**config.mk**
```make
export PLATFORM = sky130hd
export DESIGN_NAME = fcvt_itof
export DESIGN_NICKNAME = d
export VERILOG_FILES = /design/src/logic/fcvt_pkg.sv /design/src/logic/fcvt_itof.sv /design/src/logic/fcvt_lzc.sv /design/src/logic/fcvt_normalize.sv /design/src/logic/fcvt_pipe_reg.sv /design/src/logic/fcvt_round.sv
export VERILOG_INCLUDE_DIRS = /design/src
export SDC_FILE = /design/constraint.sdc
export NUM_CORES = 1
export LEC_CHECK = 0
export ABC_AREA = 1
export BUFFER_PORTS_ARGS = -buffer_cell sky130_fd_sc_hd__buf_2
export CAP_MARGIN = 20
export CORE_UTILIZATION = 67
export CTS_BUF_LIST = sky130_fd_sc_hd__clkbuf_4 sky130_fd_sc_hd__clkbuf_8
export DETAILED_ROUTE_END_ITERATION = 6
export PLACE_DENSITY = 0.89
export SLEW_MARGIN = 20
export SYNTH_ARGS = -nofsm -noshare
export SYNTH_HDL_FRONTEND = slang
export SYNTH_SLANG_ARGS = --single-unit
```
**constraint.sdc**
```tcl
create_clock -name clk -period 12.4 [get_ports clk]
set_input_delay 1.86 -clock clk [delete_from_list [all_inputs] [get_ports clk]]
set_output_delay 1.86 -clock clk [all_outputs]
set_load 0.05 [all_outputs]
```
**src/fcvt_cfg.svh**
```systemverilog
`ifndef FCVT_CFG_SVH
`define FCVT_CFG_SVH

// single-precision target format
`define FCVT_EXP_BITS   8
`define FCVT_MAN_BITS   23   // stored bits, hidden one not counted
`define FCVT_EXP_BIAS   127

// integer operand
`define FCVT_INT_W      32
`define FCVT_LZC_W      5    // enough to count 0..31 leading zeros

// request tag carried alongside each operation
`define FCVT_TAG_W      4

// lanes per request unless overridden at the top
`define FCVT_NUM_LANES  2

`endif

```
**src/logic/fcvt_pkg.sv**
```systemverilog
`default_nettype none

`include "fcvt_cfg.svh"

package fcvt_pkg;

    // rounding modes, RISC-V frm encoding
    typedef enum logic [2:0] {
        RNE = 3'd0,
        RTZ = 3'd1,
        RDN = 3'd2,
        RUP = 3'd3,
        RMM = 3'd4
    } frm_e;

    typedef struct packed {
        logic NV;   // invalid
        logic DZ;   // divide by zero
        logic OF;
        logic UF;
        logic NX;   // inexact
    } fflags_t;

    typedef logic [`FCVT_TAG_W-1:0] tag_t;

    // integer after normalization, one per lane
    typedef struct packed {
        logic                             sign;
        logic                             is_zero;
        logic [$clog2(`FCVT_INT_W)-1:0]   exp;    // position of the leading one
        logic [`FCVT_INT_W-1:0]           mant;   // leading one in the msb
    } norm_t;

    typedef struct packed {
        logic [`FCVT_EXP_BITS+`FCVT_MAN_BITS:0] word;
        fflags_t                                flags;
    } rnd_t;

endpackage

`default_nettype wire

```
**src/logic/fcvt_itof.sv**
```systemverilog
`default_nettype none

`include "fcvt_cfg.svh"

module fcvt_itof #(
    parameter int NUM_LANES = `FCVT_NUM_LANES
) (
    input  wire                                    clk,
    input  wire                                    rst_i,

    input  wire                                    valid_i,
    output logic                                   ready_o,
    input  wire  [`FCVT_TAG_W-1:0]                 tag_i,
    input  wire  fcvt_pkg::frm_e                   frm_i,
    input  wire                                    is_signed_i,
    input  wire  [NUM_LANES-1:0][`FCVT_INT_W-1:0]  data_i,

    output logic                                   valid_o,
    input  wire                                    ready_i,
    output logic [`FCVT_TAG_W-1:0]                 tag_o,
    output logic [NUM_LANES-1:0][`FCVT_INT_W-1:0]  result_o,
    output fcvt_pkg::fflags_t [NUM_LANES-1:0]      fflags_o
);

    import fcvt_pkg::*;

    // per-stage payloads, valid bits travel separately in the registers
    typedef struct packed {
        tag_t                                 tag;
        frm_e                                 frm;
        logic                                 is_signed;
        logic [NUM_LANES-1:0][`FCVT_INT_W-1:0] data;
    } s0_t;

    typedef struct packed {
        tag_t                  tag;
        frm_e                  frm;
        norm_t [NUM_LANES-1:0] norm;
    } s1_t;

    typedef struct packed {
        tag_t                 tag;
        rnd_t [NUM_LANES-1:0] rnd;
    } s2_t;

    logic stall;
    logic pipe_en;

    logic s0_valid;
    logic s1_valid;
    s0_t  s0_d, s0_q;
    s1_t  s1_d, s1_q;
    s2_t  s2_d, s2_q;

    norm_t [NUM_LANES-1:0] norm_s0;   // cycle 1 result
    rnd_t  [NUM_LANES-1:0] rnd_s1;    // cycle 2 result

    // whole pipe freezes while the consumer holds off, bubbles included
    assign stall   = valid_o & ~ready_i;
    assign pipe_en = ~stall;
    assign ready_o = ~stall;

    assign s0_d = '{tag: tag_i, frm: frm_i, is_signed: is_signed_i, data: data_i};

    fcvt_pipe_reg #(.T(s0_t)) pipe_reg0 (
        .clk      (clk),
        .rst_i    (rst_i),
        .enable_i (pipe_en),
        .valid_i  (valid_i),
        .data_i   (s0_d),
        .valid_o  (s0_valid),
        .data_o   (s0_q)
    );

    for (genvar i = 0; i < NUM_LANES; i++) begin : g_norm
        fcvt_normalize normalize_i (
            .data_i      (s0_q.data[i]),
            .is_signed_i (s0_q.is_signed),
            .norm_o      (norm_s0[i])
        );
    end

    assign s1_d = '{tag: s0_q.tag, frm: s0_q.frm, norm: norm_s0};

    fcvt_pipe_reg #(.T(s1_t)) pipe_reg1 (
        .clk      (clk),
        .rst_i    (rst_i),
        .enable_i (pipe_en),
        .valid_i  (s0_valid),
        .data_i   (s1_d),
        .valid_o  (s1_valid),
        .data_o   (s1_q)
    );

    for (genvar i = 0; i < NUM_LANES; i++) begin : g_round
        fcvt_round round_i (
            .norm_i (s1_q.norm[i]),
            .frm_i  (s1_q.frm),
            .rnd_o  (rnd_s1[i])
        );
    end

    assign s2_d = '{tag: s1_q.tag, rnd: rnd_s1};

    fcvt_pipe_reg #(.T(s2_t)) pipe_reg2 (
        .clk      (clk),
        .rst_i    (rst_i),
        .enable_i (pipe_en),
        .valid_i  (s1_valid),
        .data_i   (s2_d),
        .valid_o  (valid_o),
        .data_o   (s2_q)
    );

    assign tag_o = s2_q.tag;

    always_comb begin
        for (int i = 0; i < NUM_LANES; i++) begin
            result_o[i] = s2_q.rnd[i].word;
            fflags_o[i] = s2_q.rnd[i].flags;
        end
    end

    // output side holds its data until the consumer takes it
    assert property (@(posedge clk) disable iff (rst_i)
        stall |=> ($stable(result_o) && $stable(tag_o)))
        else $error("fcvt_itof: output changed during stall");

    // only the five defined modes may reach the rounding stage
    assert property (@(posedge clk) disable iff (rst_i)
        s1_valid |-> (s1_q.frm <= RMM))
        else $error("fcvt_itof: illegal rounding mode in round stage");

endmodule

`default_nettype wire

```
**src/logic/fcvt_lzc.sv**
```systemverilog
`default_nettype none

`include "fcvt_cfg.svh"

module fcvt_lzc (
    input  wire  [`FCVT_INT_W-1:0] data_i,
    output logic [`FCVT_LZC_W-1:0] count_o,
    output logic                   nonzero_o
);

    localparam int W  = `FCVT_INT_W;
    localparam int CW = `FCVT_LZC_W;

    logic [W-1:0] win;   // window shifted as zeros are found

    // binary search from the top, largest chunk first
    always_comb begin
        win     = data_i;
        count_o = '0;
        for (int l = CW - 1; l >= 0; l--) begin
            if ((win >> (W - (1 << l))) == '0) begin
                count_o[l] = 1'b1;          // top 2^l bits are empty
                win        = win << (1 << l);
            end
        end
    end

    // count reads 31 for zero input so zero needs its own flag
    assign nonzero_o = |data_i;

endmodule

`default_nettype wire

```
**src/logic/fcvt_normalize.sv**
```systemverilog
`default_nettype none

`include "fcvt_cfg.svh"

module fcvt_normalize (
    input  wire  [`FCVT_INT_W-1:0] data_i,
    input  wire                    is_signed_i,
    output fcvt_pkg::norm_t        norm_o
);

    localparam int W   = `FCVT_INT_W;
    localparam int LZW = `FCVT_LZC_W;

    logic           sign;
    logic [W-1:0]   mag;
    logic [LZW-1:0] lz_cnt;
    logic           nonzero;

    assign sign = is_signed_i & data_i[W-1];

    // two's complement negate; 0x80000000 maps onto itself as 2^31
    assign mag = sign ? (~data_i + 1'b1) : data_i;

    fcvt_lzc lzc_i (
        .data_i    (mag),
        .count_o   (lz_cnt),
        .nonzero_o (nonzero)
    );

    assign norm_o = '{
        sign:    sign,
        is_zero: ~nonzero,
        exp:     LZW'(W - 1) - lz_cnt,   // unbiased exponent
        mant:    mag << lz_cnt
    };

    // lzc and shifter have to agree on where the leading one lands
    always_comb begin
        if (!norm_o.is_zero) begin
            assert (norm_o.mant[W-1])
                else $error("fcvt_normalize: leading one not in msb");
        end
    end

endmodule

`default_nettype wire

```
**src/logic/fcvt_pipe_reg.sv**
```systemverilog
`default_nettype none

module fcvt_pipe_reg #(
    parameter type T = logic
) (
    input  wire  clk,
    input  wire  rst_i,
    input  wire  enable_i,
    input  wire  valid_i,
    input  wire  T data_i,
    output logic valid_o,
    output T     data_o
);

    always_ff @(posedge clk) begin
        if (rst_i) begin
            valid_o <= 1'b0;
        end else if (enable_i) begin
            valid_o <= valid_i;
        end
    end

    // payload only matters when valid is set
    always_ff @(posedge clk) begin
        if (enable_i) begin
            data_o <= data_i;
        end
    end

    // a frozen stage must not lose or invent an operation
    assert property (@(posedge clk) disable iff (rst_i)
        !enable_i |=> $stable(valid_o))
        else $error("fcvt_pipe_reg: valid changed while stage was held");

endmodule

`default_nettype wire

```
**src/logic/fcvt_round.sv**
```systemverilog
`default_nettype none

`include "fcvt_cfg.svh"

module fcvt_round (
    input  wire fcvt_pkg::norm_t norm_i,
    input  wire fcvt_pkg::frm_e  frm_i,
    output fcvt_pkg::rnd_t       rnd_o
);

    import fcvt_pkg::*;

    localparam int MW    = `FCVT_MAN_BITS;
    localparam int SIG_W = MW + 1;                     // hidden one included
    localparam int RB    = `FCVT_INT_W - SIG_W - 1;    // round bit position
    localparam int EXP_W = `FCVT_EXP_BITS;

    logic [SIG_W-1:0] sig;
    logic             round_bit;
    logic             sticky;
    logic             inexact;
    logic             round_up;
    logic [SIG_W:0]   sig_rnd;     // one extra bit for the carry
    logic             carry;
    logic [MW-1:0]    man;
    logic [EXP_W-1:0] exp_biased;

    assign sig       = norm_i.mant[`FCVT_INT_W-1 -: SIG_W];
    assign round_bit = norm_i.mant[RB];
    assign sticky    = |norm_i.mant[RB-1:0];
    assign inexact   = round_bit | sticky;

    always_comb begin
        case (frm_i)
            RNE:     round_up = round_bit & (sticky | sig[0]);   // ties to even
            RTZ:     round_up = 1'b0;
            RDN:     round_up = norm_i.sign & inexact;
            RUP:     round_up = ~norm_i.sign & inexact;
            RMM:     round_up = round_bit;                       // ties away
            default: round_up = 1'b0;
        endcase
    end

    assign sig_rnd = {1'b0, sig} + {{SIG_W{1'b0}}, round_up};

    // all ones roll over into 1.0 at the next exponent
    assign carry = sig_rnd[SIG_W];
    assign man   = carry ? '0 : sig_rnd[MW-1:0];

    // at most 32 + 127 so never reaches the inf encoding
    assign exp_biased = EXP_W'(norm_i.exp) + EXP_W'(carry) + EXP_W'(`FCVT_EXP_BIAS);

    always_comb begin
        rnd_o = '0;                  // integer zero gives +0.0
        if (!norm_i.is_zero) begin
            rnd_o.word     = {norm_i.sign, exp_biased, man};
            rnd_o.flags.NX = inexact;
        end
    end

endmodule

`default_nettype wire

```
==> impl_results.html <==
<table>
<tr><th>Metric</th><th>Value</th></tr>
<tr><th colspan="2">Final layout</th></tr>
<tr><td>Top library cells by usage in the layout, fill and taps aside</td><td>nand2_1, nand3_1, edfxtp_1, inv_1, nor2_1</td></tr>
<tr><td>Core occupancy in the finished layout</td><td>0.739</td></tr>
<tr><td>Number of antenna diodes</td><td>0</td></tr>
<tr><td>Post-layout net count</td><td>2169</td></tr>
<tr><td>Commonest non-fill, non-tap cell in the layout</td><td>nand2_1</td></tr>
<tr><td>Share of cells above drive strength 1</td><td>0.152</td></tr>
<tr><td>Layout area overhead</td><td>8.73%</td></tr>
<tr><td>Post-route non-filler standard cell count</td><td>2389</td></tr>
<tr><th colspan="2">Clocking</th></tr>
<tr><td>Clock Root Buffer</td><td>clkbuf_8</td></tr>
<tr><td>H-tree Lvls</td><td>2</td></tr>
<tr><td>Hold-fix buffer count after cts</td><td>0</td></tr>
<tr><td>Number of buffers created by CTS</td><td>38</td></tr>
<tr><td>Maximum clock path buffer count</td><td>3</td></tr>
<tr><td>Post CTS Setup Buffer Count</td><td>0</td></tr>
<tr><td>Clock tree from TritonCTS</td><td>done</td></tr>
<tr><td>Number of clock sinks seen by CTS</td><td>230</td></tr>
<tr><td>Clock network latency to the later pin of the worst-skew pair</td><td>570 ps</td></tr>
<tr><td>Resize count post-CTS</td><td>0</td></tr>
<tr><td>Reg clk slew, reported paths</td><td>60 ps</td></tr>
<tr><th colspan="2">Critical path</th></tr>
<tr><td>Required time reported for the critical path endpoint</td><td>12660 ps</td></tr>
<tr><td>Setup crit end kind</td><td>flip-flop</td></tr>
<tr><td>Worst EP arrival</td><td>6460 ps</td></tr>
<tr><td>Origin of the critical flop-to-flop path</td><td>pipe_reg0.data_o[0]$_DFFE_PN_</td></tr>
<tr><td>Library cell appearing most often on the critical path</td><td>nand2_1</td></tr>
<tr><td>Critical-path cell with the highest stage delay</td><td>nand2_2</td></tr>
<tr><td>CP Launch Point</td><td>pipe_reg0.data_o[0]$_DFFE_PN_</td></tr>
<tr><td>Reg2reg setup slack</td><td>6200 ps</td></tr>
<tr><td>CP peak stage delay</td><td>630 ps</td></tr>
<tr><td>Reg-to-reg endpoint</td><td>pipe_reg1.data_o[10]$_SDFFCE_PN0N_</td></tr>
<tr><td>R2R depth</td><td>29</td></tr>
<tr><td>Max FO, Critical Path</td><td>40</td></tr>
<tr><td>CP Class</td><td>flip-flop to flip-flop</td></tr>
<tr><td>Capturing element of the worst setup path</td><td>pipe_reg1.data_o[10]$_SDFFCE_PN0N_</td></tr>
<tr><td>Crit start category</td><td>flip-flop</td></tr>
<tr><th colspan="2">Place</th></tr>
<tr><td>Routability congestion estimate</td><td>1.03</td></tr>
<tr><td>DPL Wire Length</td><td>28200 µm</td></tr>
<tr><td>Post-Place Cells</td><td>2324</td></tr>
<tr><td>Number of port buffers</td><td>147</td></tr>
<tr><th colspan="2">Timing</th></tr>
<tr><td>Total negative setup slack</td><td>0 ps</td></tr>
<tr><td>Final worst path period need</td><td>6200 ps</td></tr>
<tr><td>Worst Hold Slack</td><td>421 ps</td></tr>
<tr><td>Final hold viol count</td><td>0</td></tr>
<tr><td>Slew at the pin closest to its max-slew limit</td><td>965 ps</td></tr>
<tr><td>Max Slew Vio Count</td><td>0</td></tr>
<tr><td>Tcrit/Tclk final</td><td>0.500</td></tr>
<tr><td>Fmax achieved</td><td>161 MHz</td></tr>
<tr><td>Setup-violating endpoint count in the final report</td><td>0</td></tr>
<tr><td>Final worst clock skew</td><td>33.7 ps</td></tr>
<tr><td>Relative max-transition margin</td><td>0.356</td></tr>
<tr><td>Setup repair after global routing missed its margin</td><td>no</td></tr>
<tr><th colspan="2">Yosys</th></tr>
<tr><td>Post-synth top area cell</td><td>edfxtp_1</td></tr>
<tr><td>Fraction of synthesis flops using an asynchronous set or reset pin</td><td>0</td></tr>
<tr><td>Largest cells by area after synthesis</td><td>edfxtp_1, nand3_1, nand2_1</td></tr>
<tr><td>Share of the synthesized area in the top cell type</td><td>0.444</td></tr>
<tr><td>Portion of the post-synthesis area used by sequential elements</td><td>0.448</td></tr>
<tr><td>Avg Synthesized Cell Area</td><td>7.81 µm²</td></tr>
<tr><td>Number of storage elements in the synthesis netlist</td><td>230</td></tr>
<tr><td>Cell area after technology mapping</td><td>15300 µm²</td></tr>
<tr><td>Post-synth cell types</td><td>51</td></tr>
<tr><td>Primary flip-flop cell chosen by synthesis mapping</td><td>edfxtp_1</td></tr>
<tr><td>Synth Instances</td><td>1964</td></tr>
<tr><td>EDFF count, synth</td><td>227</td></tr>
<tr><td>Number of warnings reported in the yosys synthesis log</td><td>0</td></tr>
<tr><th colspan="2">Global routing</th></tr>
<tr><td>Global router's overall resource usage</td><td>0.330</td></tr>
<tr><td>Via count of the first global-routing pass</td><td>12800</td></tr>
<tr><td>Largest net degree at the start of global routing</td><td>87</td></tr>
<tr><td>Overall overflow remaining after global route</td><td>0</td></tr>
<tr><td>Global-route wire length before repair</td><td>62400 µm</td></tr>
<tr><td>Initial antenna violation count</td><td>0</td></tr>
<tr><th colspan="2">Floorplan</th></tr>
<tr><td>Top-Level Pins</td><td>156</td></tr>
<tr><td>Total die area</td><td>23500 µm²</td></tr>
<tr><td>Chip Height</td><td>153 µm</td></tr>
<tr><td>Chip Width</td><td>153 µm</td></tr>
<tr><td>Number of placement rows</td><td>55</td></tr>
<tr><td>Initial Util</td><td>0.680</td></tr>
<tr><td>Floorplan Core Area</td><td>22600 µm²</td></tr>
<tr><th colspan="2">Detailed routing</th></tr>
<tr><td>Initial DRT Pass Iterations</td><td>6</td></tr>
<tr><td>Total Wirelength</td><td>39000 µm</td></tr>
<tr><td>Post-route DRC</td><td>0</td></tr>
<tr><td>Number of nets still failing antenna checks after routing</td><td>0</td></tr>
<tr><td>Average via count per standard cell</td><td>5.89</td></tr>
<tr><td>Detail-routed net length per standard cell</td><td>16.3 µm</td></tr>
<tr><td>Number of DRC markers in iteration 0</td><td>1434</td></tr>
<tr><td>Vias after detailed routing</td><td>14100</td></tr>
<tr><th colspan="2">Power and ir drop</th></tr>
<tr><td>Internal power summed over all cells</td><td>0.00168 W</td></tr>
<tr><td>Switching Share</td><td>0.412</td></tr>
<tr><td>Fraction of power consumed by the clock network</td><td>0.222</td></tr>
<tr><td>Leakage power summed over all cells</td><td>7.70 nW</td></tr>
<tr><td>Max VDD drop</td><td>0.143 mV</td></tr>
<tr><td>Sequential fraction of design power</td><td>0.406</td></tr>
<tr><td>Share of power burned in combinational logic</td><td>0.372</td></tr>
<tr><td>Switching power summed over all nets</td><td>0.00118 W</td></tr>
<tr><td>Pwr per Cell Area</td><td>171 nW/µm²</td></tr>
<tr><th colspan="2">Flow run</th></tr>
<tr><td>Max-Cap Viols</td><td>0</td></tr>
<tr><th colspan="2">Outcome</th></tr>
<tr><td>Result of the run</td><td>finished, final reports clean</td></tr>
<tr><th colspan="2">Hold path</th></tr>
<tr><td>Hold/Removal Path Class</td><td>flip-flop to flip-flop</td></tr>
</table>
## synthesized netlist by cell type, types with 3 or more instances
master    instances
nand2_2          23
xnor2_1           7
nor4_1            7
and2_1            3
o21ai_0          26
nand3_2          13
inv_1           202
o21a_1            3
nor3b_1          17
nand4_1          33
nand2_4           6
clkbuf_1         20
edfxtp_1        227
nand2_1         472
ha_1             14
buf_6            12
nand3b_1          5
clkinv_1          3
buf_2            17
inv_2            15
nand3_1         457
dfxtp_1           3
nor3_1           26
xor2_1           39
buf_1             8
and3b_1           4
a21oi_1          22
nor2_4            8
buf_4            25
or2_2            12
nor2_2           18
nor2_1          170
o21bai_1          4
o21ai_1          14
o21ai_2           7
## critical path, delay by kind of cell (launching register included)
family	cells	cell delay (ps)
compound gates	1	110
fa+ha+maj	1	200
buf+inv	3	1150
flops	1	480
simple gates	24	3950
## registers in the layout, indices dropped and copies added, names as in the netlist
register / cells
pipe_reg1.data_o: 85
pipe_reg0.data_o: 72
pipe_reg2.data_o: 70
pipe_reg0.valid_o: 1
pipe_reg1.valid_o: 1
pipe_reg2.valid_o: 1
## through the flow
stage | power, W | area [µm²] | setup slack, ps
after floorplan | 0.00198 | 15400 | 3920
after global placement | 0.00218 | 16000 | 6420
after detailed placement | 0.00221 | 16000 | 6370
after CTS | 0.00285 | 16700 | 6330
after global routing | 0.00300 | 16700 | 5700
final | 0.00286 | 16700 | 6200
## power by group through the flow
stage,logic [W],clock network [W],registers [W]
after global placement,0.00102,0,0.00116
after CTS,0.00105,0.000644,0.00116
final,0.00106,0.000633,0.00116
after floorplan,0.000570,0,0.00141
after detailed placement,0.00104,0,0.00117
after global routing,0.00115,0.000671,0.00118
## how the worst min path moves through the flow
| stage | cells past startpoint | startpoint | endpoint | slack (ps) |
|---|---|---|---|---|
| floorplan | 0 | pipe_reg0.data_o[65]$_DFFE_PN_ | pipe_reg1.data_o[78]$_DFFE_PN_ | 400 |
| global placement | 0 | pipe_reg0.data_o[68]$_DFFE_PN_ | pipe_reg1.data_o[81]$_DFFE_PN_ | 400 |
| detailed placement | 0 | pipe_reg0.data_o[67]$_DFFE_PN_ | pipe_reg1.data_o[80]$_DFFE_PN_ | 400 |
| CTS | 0 | pipe_reg0.data_o[67]$_DFFE_PN_ | pipe_reg1.data_o[80]$_DFFE_PN_ | 420 |
| global route | 0 | pipe_reg0.data_o[65]$_DFFE_PN_ | pipe_reg1.data_o[78]$_DFFE_PN_ | 430 |
| finish | 0 | pipe_reg0.data_o[67]$_DFFE_PN_ | pipe_reg1.data_o[80]$_DFFE_PN_ | 420 |
## routing by layer
layer | vias up | GRT usage | routed length (µm)
met4 | 0 | 0.103 | 935
li1 | 6824 | - | -
met3 | 88 | 0.0584 | 3560
met5 | - | 0 | 0
met2 | 747 | 0.538 | 18100
met1 | 6405 | 0.451 | 16400
## kinds of logic after synthesis
kind of cell    after synthesis  synth area share
compound gates               87            0.0342
xor+xnor                     46            0.0263
fa+ha+maj                    14            0.0114
buf+inv                     305            0.0886
flops                       230             0.448
other cells                   1          0.000244
simple gates               1281             0.391
## cell type report
| type | instances | area [µm²] |
|---|---|---|
| Fill cell | 1713 | 5890 |
| Clock inverter | 14 | 77.6 |
| Timing Repair Buffer | 150 | 758 |
| Inverter | 223 | 855 |
| Multi-Input combinational cell | 1436 | 7130 |
| Sequential cell | 230 | 6880 |
| Tap cell | 285 | 357 |
| Clock buffer | 51 | 627 |
Power figures use the tool's default switching activity.
